File: src/common/edge_pkg.sv
// Fixed 16x6 image; LINE_LENGTH must be a multiple of 4 and at least 8, addresses are word addresses
package edge_pkg;

  // ------------------------------------------------------------------------
  // Image geometry
  // ------------------------------------------------------------------------
  localparam int LINE_LENGTH    = 16;                          // Pixels per row
  localparam int LINE_COUNT     = 6;                           // Rows per image
  localparam int PIX_PER_WORD   = 4;                           // Bytes per memory word
  localparam int WORDS_PER_LINE = LINE_LENGTH / PIX_PER_WORD;  // Memory words per row
  localparam int PIX_MAX        = 255;                         // Magnitude clamp

  // ------------------------------------------------------------------------
  // Data types
  // ------------------------------------------------------------------------
  typedef logic [7:0]         pixel_t;  // Unsigned grayscale pixel
  typedef logic [31:0]        word_t;   // Four pixels, byte 0 is leftmost
  typedef logic [15:0]        addr_t;   // Word address
  typedef logic signed [10:0] grad_t;   // Dx or Dy, range +-1020

  // Buffer column, covers both guard columns
  typedef logic [$clog2(LINE_LENGTH + 2)-1:0] col_t;
  typedef logic [1:0]                         slot_t;  // Line buffer slot 0..2
  typedef logic [$clog2(LINE_COUNT + 1)-1:0]  row_t;   // Output row counter

  // ------------------------------------------------------------------------
  // Memory map
  // ------------------------------------------------------------------------
  localparam addr_t SRC_BASE = 16'd0;  // Source image
  // Results follow the source image directly
  localparam addr_t DST_BASE = addr_t'(SRC_BASE + WORDS_PER_LINE * LINE_COUNT);

  // Controller states
  typedef enum logic [2:0] {
    IDLE,       // Wait for start
    LOAD_ROWS,  // Fetch rows 0 and 1
    COMPUTE,    // Step window across one row
    DRAIN,      // Write the last in-flight word of the row
    READ_ROW,   // Fetch next row into the oldest slot
    DONE        // Hold finish until start drops
  } ctrl_state_t;

endpackage

File: src/hdl/acc_control.sv
// Needs WORDS_PER_LINE >= 2 so the last pending buffer write never hits the first window of a row
`timescale 1ns/1ps

module acc_control (
  input  logic            clk,
  input  logic            reset,
  input  logic            start,
  output logic            finish,
  output edge_pkg::addr_t addr,
  output logic            en,
  output logic            we,
  output logic            buf_we,    // Delayed read strobe
  output edge_pkg::slot_t buf_slot,
  output edge_pkg::col_t  buf_col,
  output edge_pkg::col_t  win_col,   // Leftmost output column of the window
  output edge_pkg::slot_t top_slot,
  output edge_pkg::slot_t mid_slot,  // Slot holding the current output row
  output edge_pkg::slot_t bot_slot
);

  edge_pkg::ctrl_state_t state;
  edge_pkg::addr_t       rd_addr;    // Next source word
  edge_pkg::addr_t       wr_addr;    // DST_BASE plus words written
  edge_pkg::col_t        word_idx;   // Word within the row being fetched
  edge_pkg::slot_t       fill_slot;  // Slot the fetch goes to
  edge_pkg::row_t        row;        // Current output row
  logic                  win_valid;  // Window issued last cycle, result due now
  logic                  rd_issue;
  logic                  last_word;
  logic                  last_win;

  // Slot arithmetic modulo 3
  function automatic edge_pkg::slot_t slot_inc(input edge_pkg::slot_t s);
    return (s == 2'd2) ? 2'd0 : s + 2'd1;
  endfunction

  function automatic edge_pkg::slot_t slot_dec(input edge_pkg::slot_t s);
    return (s == 2'd0) ? 2'd2 : s - 2'd1;
  endfunction

  // ------------------------------------------------------------------------
  // Memory port
  // ------------------------------------------------------------------------
  assign rd_issue = (state == edge_pkg::LOAD_ROWS) || (state == edge_pkg::READ_ROW);
  assign we       = win_valid;                        // Result word one cycle behind its window
  assign en       = rd_issue || win_valid;            // Never both in the same cycle
  assign addr     = win_valid ? wr_addr : rd_addr;
  assign finish   = (state == edge_pkg::DONE);

  assign last_word = (word_idx == edge_pkg::col_t'(edge_pkg::WORDS_PER_LINE - 1));
  assign last_win  = (win_col == edge_pkg::col_t'(edge_pkg::LINE_LENGTH - 3));

  // Row clamping: top row is its own upper neighbour, last row its own lower
  assign top_slot = (row == '0) ? mid_slot : slot_dec(mid_slot);
  assign bot_slot = (row == edge_pkg::row_t'(edge_pkg::LINE_COUNT - 1)) ?
                    mid_slot : slot_inc(mid_slot);

  // ------------------------------------------------------------------------
  // Buffer write strobe, aligned to data_r
  // ------------------------------------------------------------------------
  always_ff @(posedge clk or posedge reset) begin
    if (reset) begin
      buf_we <= 1'b0;
    end else begin
      buf_we <= rd_issue;
    end
  end

  always_ff @(posedge clk) begin
    buf_slot <= fill_slot;
    buf_col  <= edge_pkg::col_t'(word_idx * edge_pkg::PIX_PER_WORD + 1);  // Skip left guard
  end

  // ------------------------------------------------------------------------
  // Sequencer
  // ------------------------------------------------------------------------
  always_ff @(posedge clk or posedge reset) begin
    if (reset) begin
      state     <= edge_pkg::IDLE;
      rd_addr   <= edge_pkg::SRC_BASE;
      wr_addr   <= edge_pkg::DST_BASE;
      word_idx  <= '0;
      fill_slot <= '0;
      mid_slot  <= '0;
      row       <= '0;
      win_col   <= edge_pkg::col_t'(1);
      win_valid <= 1'b0;
    end else begin
      win_valid <= (state == edge_pkg::COMPUTE);
      if (win_valid) begin
        wr_addr <= wr_addr + 1'b1;
      end

      case (state)
        edge_pkg::IDLE: begin
          if (start) begin
            // Fresh run, restart all pointers
            state     <= edge_pkg::LOAD_ROWS;
            rd_addr   <= edge_pkg::SRC_BASE;
            wr_addr   <= edge_pkg::DST_BASE;
            word_idx  <= '0;
            fill_slot <= '0;              // Row 0 to slot 0, row 1 to slot 1
            mid_slot  <= '0;
            row       <= '0;
            win_col   <= edge_pkg::col_t'(1);
          end
        end

        edge_pkg::LOAD_ROWS: begin
          rd_addr <= rd_addr + 1'b1;
          if (last_word) begin
            word_idx  <= '0;
            fill_slot <= slot_inc(fill_slot);
            if (fill_slot == 2'd1) begin
              state <= edge_pkg::COMPUTE;  // Both rows fetched
            end
          end else begin
            word_idx <= word_idx + 1'b1;
          end
        end

        edge_pkg::COMPUTE: begin
          if (last_win) begin
            state <= edge_pkg::DRAIN;
          end else begin
            win_col <= win_col + edge_pkg::col_t'(edge_pkg::PIX_PER_WORD);
          end
        end

        edge_pkg::DRAIN: begin
          win_col <= edge_pkg::col_t'(1);
          if (row == edge_pkg::row_t'(edge_pkg::LINE_COUNT - 1)) begin
            state <= edge_pkg::DONE;
          end else begin
            // Rotate roles; the old top slot becomes the new bottom
            row       <= row + 1'b1;
            mid_slot  <= slot_inc(mid_slot);
            fill_slot <= slot_dec(mid_slot);
            // Last row reuses its own data as lower neighbour, no fetch
            if (row == edge_pkg::row_t'(edge_pkg::LINE_COUNT - 2)) begin
              state <= edge_pkg::COMPUTE;
            end else begin
              state <= edge_pkg::READ_ROW;
            end
          end
        end

        edge_pkg::READ_ROW: begin
          rd_addr <= rd_addr + 1'b1;
          if (last_word) begin
            word_idx <= '0;
            state    <= edge_pkg::COMPUTE;
          end else begin
            word_idx <= word_idx + 1'b1;
          end
        end

        edge_pkg::DONE: begin
          if (!start) begin
            state <= edge_pkg::IDLE;     // Four-phase release
          end
        end

        default: state <= edge_pkg::IDLE;
      endcase
    end
  end

endmodule

File: src/hdl/edge_acc.sv
// Memory is assumed always ready with one cycle read latency; start must stay high until finish
`timescale 1ns/1ps

module edge_acc (
  input  logic            clk,
  input  logic            reset,
  input  logic            start,   // Request, held by host
  output logic            finish,  // Acknowledge
  output edge_pkg::addr_t addr,
  output logic            en,
  output logic            we,
  output edge_pkg::word_t data_w,
  input  edge_pkg::word_t data_r
);

  // Line buffer write side
  logic            buf_we;
  edge_pkg::slot_t buf_slot;
  edge_pkg::col_t  buf_col;

  // Window read side
  edge_pkg::col_t  win_col;
  edge_pkg::slot_t top_slot;
  edge_pkg::slot_t mid_slot;
  edge_pkg::slot_t bot_slot;

  // 3 rows by (PIX_PER_WORD + 2) columns, row major
  edge_pkg::pixel_t window [3 * (edge_pkg::PIX_PER_WORD + 2)];
  edge_pkg::pixel_t lane_pix [edge_pkg::PIX_PER_WORD];

  acc_control u_ctrl (
    .clk      (clk),
    .reset    (reset),
    .start    (start),
    .finish   (finish),
    .addr     (addr),
    .en       (en),
    .we       (we),
    .buf_we   (buf_we),
    .buf_slot (buf_slot),
    .buf_col  (buf_col),
    .win_col  (win_col),
    .top_slot (top_slot),
    .mid_slot (mid_slot),
    .bot_slot (bot_slot)
  );

  line_buffer u_lbuf (
    .clk      (clk),
    .buf_we   (buf_we),
    .buf_slot (buf_slot),
    .buf_col  (buf_col),
    .data_r   (data_r),
    .win_col  (win_col),
    .top_slot (top_slot),
    .mid_slot (mid_slot),
    .bot_slot (bot_slot),
    .window   (window)
  );

  // ------------------------------------------------------------------------
  // Four lanes, lane j centred on window column j+1
  // ------------------------------------------------------------------------
  for (genvar j = 0; j < edge_pkg::PIX_PER_WORD; j++) begin : g_lane
    localparam int S = edge_pkg::PIX_PER_WORD + 2;  // Row stride in window

    sobel_lane u_lane (
      .clk   (clk),
      .reset (reset),
      .p11   (window[j]),          .p12 (window[j + 1]),          .p13 (window[j + 2]),
      .p21   (window[S + j]),      .p22 (window[S + j + 1]),      .p23 (window[S + j + 2]),
      .p31   (window[2 * S + j]),  .p32 (window[2 * S + j + 1]),  .p33 (window[2 * S + j + 2]),
      .pix   (lane_pix[j])
    );

    assign data_w[8*j +: 8] = lane_pix[j];  // Lane 0 to least significant byte
  end

endmodule

File: src/line_buffer/line_buffer.sv
// Holds three rows plus one guard column each side; write lands next cycle, window read is combinational
`timescale 1ns/1ps

module line_buffer (
  input  logic             clk,
  input  logic             buf_we,
  input  edge_pkg::slot_t  buf_slot,  // 0..2 only
  input  edge_pkg::col_t   buf_col,   // First data column of the word
  input  edge_pkg::word_t  data_r,
  input  edge_pkg::col_t   win_col,
  input  edge_pkg::slot_t  top_slot,
  input  edge_pkg::slot_t  mid_slot,
  input  edge_pkg::slot_t  bot_slot,
  output edge_pkg::pixel_t window [3 * (edge_pkg::PIX_PER_WORD + 2)]
);

  // Column 0 and LINE_LENGTH+1 are the replicated border pixels
  edge_pkg::pixel_t rows [3][edge_pkg::LINE_LENGTH + 2];
  edge_pkg::slot_t  sel  [3];

  assign sel[0] = top_slot;
  assign sel[1] = mid_slot;
  assign sel[2] = bot_slot;

  // ------------------------------------------------------------------------
  // Word write with border replication
  // ------------------------------------------------------------------------
  always_ff @(posedge clk) begin
    if (buf_we) begin
      for (int b = 0; b < edge_pkg::PIX_PER_WORD; b++) begin
        rows[buf_slot][buf_col + b] <= data_r[8*b +: 8];  // Byte 0 leftmost
      end
      // First word of the row also fills the left guard
      if (buf_col == edge_pkg::col_t'(1)) begin
        rows[buf_slot][0] <= data_r[7:0];
      end
      // Last word fills the right guard
      if (buf_col == edge_pkg::col_t'(edge_pkg::LINE_LENGTH - 3)) begin
        rows[buf_slot][edge_pkg::LINE_LENGTH + 1] <= data_r[31:24];
      end
    end
  end

  // ------------------------------------------------------------------------
  // Window read, six columns from win_col-1 in each selected row
  // ------------------------------------------------------------------------
  for (genvar r = 0; r < 3; r++) begin : g_row
    for (genvar c = 0; c < edge_pkg::PIX_PER_WORD + 2; c++) begin : g_col
      assign window[r * (edge_pkg::PIX_PER_WORD + 2) + c] = rows[sel[r]][win_col + c - 1];
    end
  end

endmodule

File: src/sobel/sobel_lane.sv
// Inputs must be stable in the issue cycle; pix is valid exactly one cycle later
`timescale 1ns/1ps

module sobel_lane (
  input  logic             clk,
  input  logic             reset,
  input  edge_pkg::pixel_t p11,  // Top row, left to right
  input  edge_pkg::pixel_t p12,
  input  edge_pkg::pixel_t p13,
  input  edge_pkg::pixel_t p21,  // Centre row
  input  edge_pkg::pixel_t p22,
  input  edge_pkg::pixel_t p23,
  input  edge_pkg::pixel_t p31,  // Bottom row
  input  edge_pkg::pixel_t p32,
  input  edge_pkg::pixel_t p33,
  output edge_pkg::pixel_t pix
);

  edge_pkg::pixel_t nb [3][3];  // Neighbourhood [row][col]
  edge_pkg::grad_t  dx;
  edge_pkg::grad_t  dy;
  edge_pkg::grad_t  dx_q;
  edge_pkg::grad_t  dy_q;
  logic [10:0]      abs_dx;
  logic [10:0]      abs_dy;
  logic [11:0]      mag;          // Max 2040

  assign nb = '{'{p11, p12, p13}, '{p21, p22, p23}, '{p31, p32, p33}};

  // ------------------------------------------------------------------------
  // Gradients, centre pixel has weight zero in both kernels
  // ------------------------------------------------------------------------
  always_comb begin
    dx = '0;
    dy = '0;
    for (int r = 0; r < 3; r++) begin
      for (int c = 0; c < 3; c++) begin
        // Dx: right minus left, centre row doubled
        dx = dx + edge_pkg::grad_t'((c - 1) * ((r == 1) ? 2 : 1) * int'(nb[r][c]));
        // Dy: top minus bottom, centre column doubled
        dy = dy + edge_pkg::grad_t'((1 - r) * ((c == 1) ? 2 : 1) * int'(nb[r][c]));
      end
    end
  end

  always_ff @(posedge clk or posedge reset) begin
    if (reset) begin
      dx_q <= '0;
      dy_q <= '0;
    end else begin
      dx_q <= dx;
      dy_q <= dy;
    end
  end

  // |Dx| + |Dy| saturated
  assign abs_dx = dx_q[10] ? -dx_q : dx_q;
  assign abs_dy = dy_q[10] ? -dy_q : dy_q;
  assign mag    = {1'b0, abs_dx} + {1'b0, abs_dy};
  assign pix    = (mag > 12'(edge_pkg::PIX_MAX)) ? edge_pkg::pixel_t'(edge_pkg::PIX_MAX) : mag[7:0];

endmodule

File: config.mk
export PLATFORM = sky130hd
export DESIGN_NAME = edge_acc
export DESIGN_NICKNAME = d
export VERILOG_FILES = /design/src/common/edge_pkg.sv /design/src/hdl/acc_control.sv /design/src/hdl/edge_acc.sv /design/src/line_buffer/line_buffer.sv /design/src/sobel/sobel_lane.sv
export SDC_FILE = /design/constraint.sdc
export NUM_CORES = 2
export LEC_CHECK = 0
export ABC_AREA = 1
export BUFFER_PORTS_ARGS = -buffer_cell sky130_fd_sc_hd__buf_2
export CORE_ASPECT_RATIO = 0.6
export CORE_MARGIN = 4
export CORE_UTILIZATION = 30
export CTS_CLUSTER_SIZE = 8
export DETAILED_ROUTE_END_ITERATION = 8
export PLACE_DENSITY = 0.4
export SLEW_MARGIN = 25
export SYNTH_ARGS = -nofsm -noshare
export SYNTH_HDL_FRONTEND = slang
export SYNTH_SLANG_ARGS = --single-unit
File: constraint.sdc
create_clock -name clk -period 10.2 [get_ports clk]
set_input_delay 0 -clock clk [delete_from_list [all_inputs] [get_ports clk]]
set_output_delay 0 -clock clk [all_outputs]
set_load 0.1 [all_outputs]
==> results summary <==
The CTS root buffer is sky130_fd_sc_hd__clkbuf_16. The total count of max-transition violations in the final report was 0. Counting the buffers created by CTS gives 85. In this run, post-CTS hold repair placed 26 buffers. STA classifies the critical path startpoint as a register.

The detailed router's first-iteration violation count is 8889. The run finished with clean final reports. The count of antenna-violating nets left after detailed routing came out at 0.

TritonCTS built the clock tree. The final weighted congestion of routability-driven global placement came out at 1.01. Once the clock tree was built, the resizer swapped 0 gates to a different size. The average via count per standard cell came out at 5.62.

The netlist uses 73 different library cells. The leftover overflow at the end of global routing came out at 0. The first global-routing pass estimated 423000 µm of wire. Of all flip-flops after synthesis, the portion carrying an async set or reset was 24.4%. The number of detailed-route iterations in the first pass is 6. The clock sink count came out at 578.

The critical path is of the reg -> reg type. 86 I/O pins were placed. The slowest stage of the critical path is the sky130_fd_sc_hd__xor2_1 cell. The register bit count reported by yosys came out at 578. For this run, the post-layout net count is 8047.

The mean routed wirelength per cell is 30.7 µm. The initial core utilization is 30.4%. The top achievable clock speed came out at 114 MHz. A synthesized cell averages 7.24 µm². The routed wire length is 307000 µm.

The clock transition at the registers of the reported paths is 0.05 ns. The growth of design area from synthesis to finish is 11.7%. The simple logic cell fraction of the synthesized area came out at 27.2%. The pin count of the biggest net entering global routing is 176. The die is 338 µm tall. At the worst endpoint, the required time is 10.79 ns.

The portion of the clock cycle consumed by the worst path in the final layout came out at 86.1%. The stage delay of the slowest cell on the critical path came out at 0.76 ns. The compound-cell area share of the yosys netlist came out at 14.8%. The post-synthesis mux area share came out at 0.257%.

The cell that appears most often on the critical path is sky130_fd_sc_hd__nand2_1. The dominant combinational cell family by area after synthesis is simple AND/OR/NAND/NOR gates. Leaving out fill and tap cells, the most frequent cell in the layout is sky130_fd_sc_hd__nand2_1. Sequential cells were found to cover 30.4% of the synthesized design area. The synthesized netlist cell count is 7542. The clock skew is 0.0490 ns. The buffer count from post-CTS setup fixing came out at 0. The relative slew slack came out at 20.5%. In the routed design, unresolved DRC markers number 0. Data on the critical path arrives at its endpoint at 9.38 ns. Counting every net in the synthesized netlist gives 8027. The number of hold-slack violations in the final timing report came out at 0.

The length in cells of the worst reg-to-reg path came out at 34. The max-capacitance violation count came out at 0. The final setup violation count came out at 0. The placement row count is 120. The quantity of I/O buffers inserted on ports is 85. The placeable core area is 180000 µm². The die width is 559 µm. The overall via count from detail_route came out at 56300.

The global routing usage summed across all routing layers is 31.6%. The number of cells on the worst hold path is 3. Adding up every negative setup slack in the final design gives 0 ns.

The transition time at the pin with the least slew margin is 1.19 ns. The synthesized netlist devotes 13.4% of its cell area to adder and majority cells. The xor and xnor fraction of the mapped netlist area is 3.41%.

The number of levels in the clock H-tree came out at 3. The number of flops mapped to enable cells by yosys is 432. The detailed placement HPWL came out at 236000 µm. The shortest period the worst path allows is 8.79 ns. The number of warnings issued by yosys came out at 0. Leaving out fill and tap cells, the most frequent cells in the layout are sky130_fd_sc_hd__nand2_1, sky130_fd_sc_hd__inv_1, sky130_fd_sc_hd__nand3_1, sky130_fd_sc_hd__o21ai_0, sky130_fd_sc_hd__nor2_1. The insertion delay of the later-clocked pin in the worst-skew pair came out at 0.72 ns.

The via count of the first global-routing pass is 51500. The fraction of layout instances using a drive strength above 1 came out at 7.65%. The capturing element type of the critical path is a register. The path class of the tightest hold or removal check is in -> reg.

The number of antenna violations at the first check in global routing was 14. The most used flip-flop cell after synthesis is sky130_fd_sc_hd__edfxtp_1. The number of inserted filler cells in the final layout is 19200. The die area came out at 189000 µm². Setup repair after global routing left no endpoint under its margin.

In this run the deepest clock path goes through 3 buffers. The combined area of all synthesized cells is 54600 µm². The maximum fanout along the worst path is 52.
-- registers in the layout, indices dropped and copies added (netlist names), 4 cells and up --
| signal | cells |
|---|---|
| u_ctrl.wr_addr | 16 |
| u_lbuf.rows | 432 |
| u_ctrl.win_col | 4 |
| g_lane.u_lane.dx_q | 44 |
| u_ctrl.word_idx | 5 |
| g_lane.u_lane.dy_q | 44 |
| u_ctrl.rd_addr | 16 |
-- worst max-delay path, delay by kind of cell (launching register included) --
kind / cells / cell delay (ns)
compound gates: 2 / 0.58
xor+xnor: 2 / 0.86
fa+ha+maj: 5 / 2.31
buf+inv: 6 / 1.37
flops: 1 / 0.44
simple gates: 19 / 3.03
-- logic make-up after synthesis --
group / Yosys count
xor gates and xnor gates: 211
DFF: 578
buffers and inverters: 1406
muxes: 14
and+or+nand+nor: 3459
AOI/OAI and AO/OA: 1424
adders and majority gates: 450
-- final timing paths --
kind,from,to,slack [ns]
max in group asynchronous,reset,u_ctrl.mid_slot[0]$_DFFE_PP0P_,8.53
hold / removal,data_r[24],u_lbuf.rows[2][8]$_DFFE_PP_,0.1
setup / recovery,u_ctrl.mid_slot[0]$_DFFE_PP0P_,g_lane[0].u_lane.dy_q[10]$_DFF_PP0_,1.41
min in group asynchronous,reset,u_ctrl.mid_slot[1]$_DFFE_PP0P_,0.48
hold reg to reg,u_ctrl.word_idx[1]$_DFFE_PP0P_,u_ctrl.buf_col[3]$_DFF_P_,0.45
setup reg to reg,u_ctrl.mid_slot[0]$_DFFE_PP0P_,g_lane[0].u_lane.dy_q[10]$_DFF_PP0_,1.41
-- synth_stat cells (all sizes together), types with 78 or more instances --
cell type,count,area (µm²)
nand2,1783,6760
inv,1000,3760
nand3,974,4940
o21ai,738,3710
nor2,527,2070
edfxtp,432,13000
a21oi,322,1630
buf,275,1540
ha,226,2830
fa,224,4480
xor2,142,1240
dfrtp,138,3450
o211ai,133,1010
clkbuf,128,480
o22ai,78,494
-- final cells by class --
type / instances / area (µm²) / area share [%]
Sequential cell: 578 / 16600 / 27.2
Clock inverter: 9 / 111 / 0.183
Clock buffer: 140 / 2400 / 3.93
Multi-Input combinational cell: 5558 / 32500 / 53.3
Tap cell: 2379 / 2980 / 4.88
Timing Repair Buffer: 336 / 2570 / 4.22
Antenna cell: 6 / 15.0 / 0.0246
Inverter: 1003 / 3790 / 6.21
-- metal layers --
| layer | global-route usage, % | vias to the layer above | part of all wire [%] | wire, µm |
|---|---|---|---|---|
| met5 | 0 | - | 0.0091 | 28 |
| met4 | 8.89 | 4 | 3.3 | 10000 |
| met3 | 9.16 | 430 | 13 | 39300 |
| met2 | 39.1 | 3451 | 35 | 108000 |
| met1 | 51.0 | 27300 | 49 | 149000 |
| li1 | - | 25100 | - | - |
-- stage by stage --
| step | utilization [%] | hold slack, ns | std cells | area [µm²] | setup slack [ns] |
|---|---|---|---|---|---|
| after floorplan | - | 0.0989 | 7542 | 54600 | 1.44 |
| after CTS | 33.9 | 0.0256 | 10000 | 60900 | 1.67 |
| after global placement | 32.4 | 0.0595 | 9826 | 58100 | 1.59 |
| after global routing | 33.9 | 0.0661 | 10000 | 61000 | 0.999 |
| after detailed placement | 32.4 | 0.0567 | 9827 | 58200 | 1.70 |
| final | 33.9 | 0.0994 | 10000 | 61000 | 1.41 |
Power is left out: the tool's default activity adds up to more than one toggle a clock period on the data nets, which glitch-free logic cannot reach.
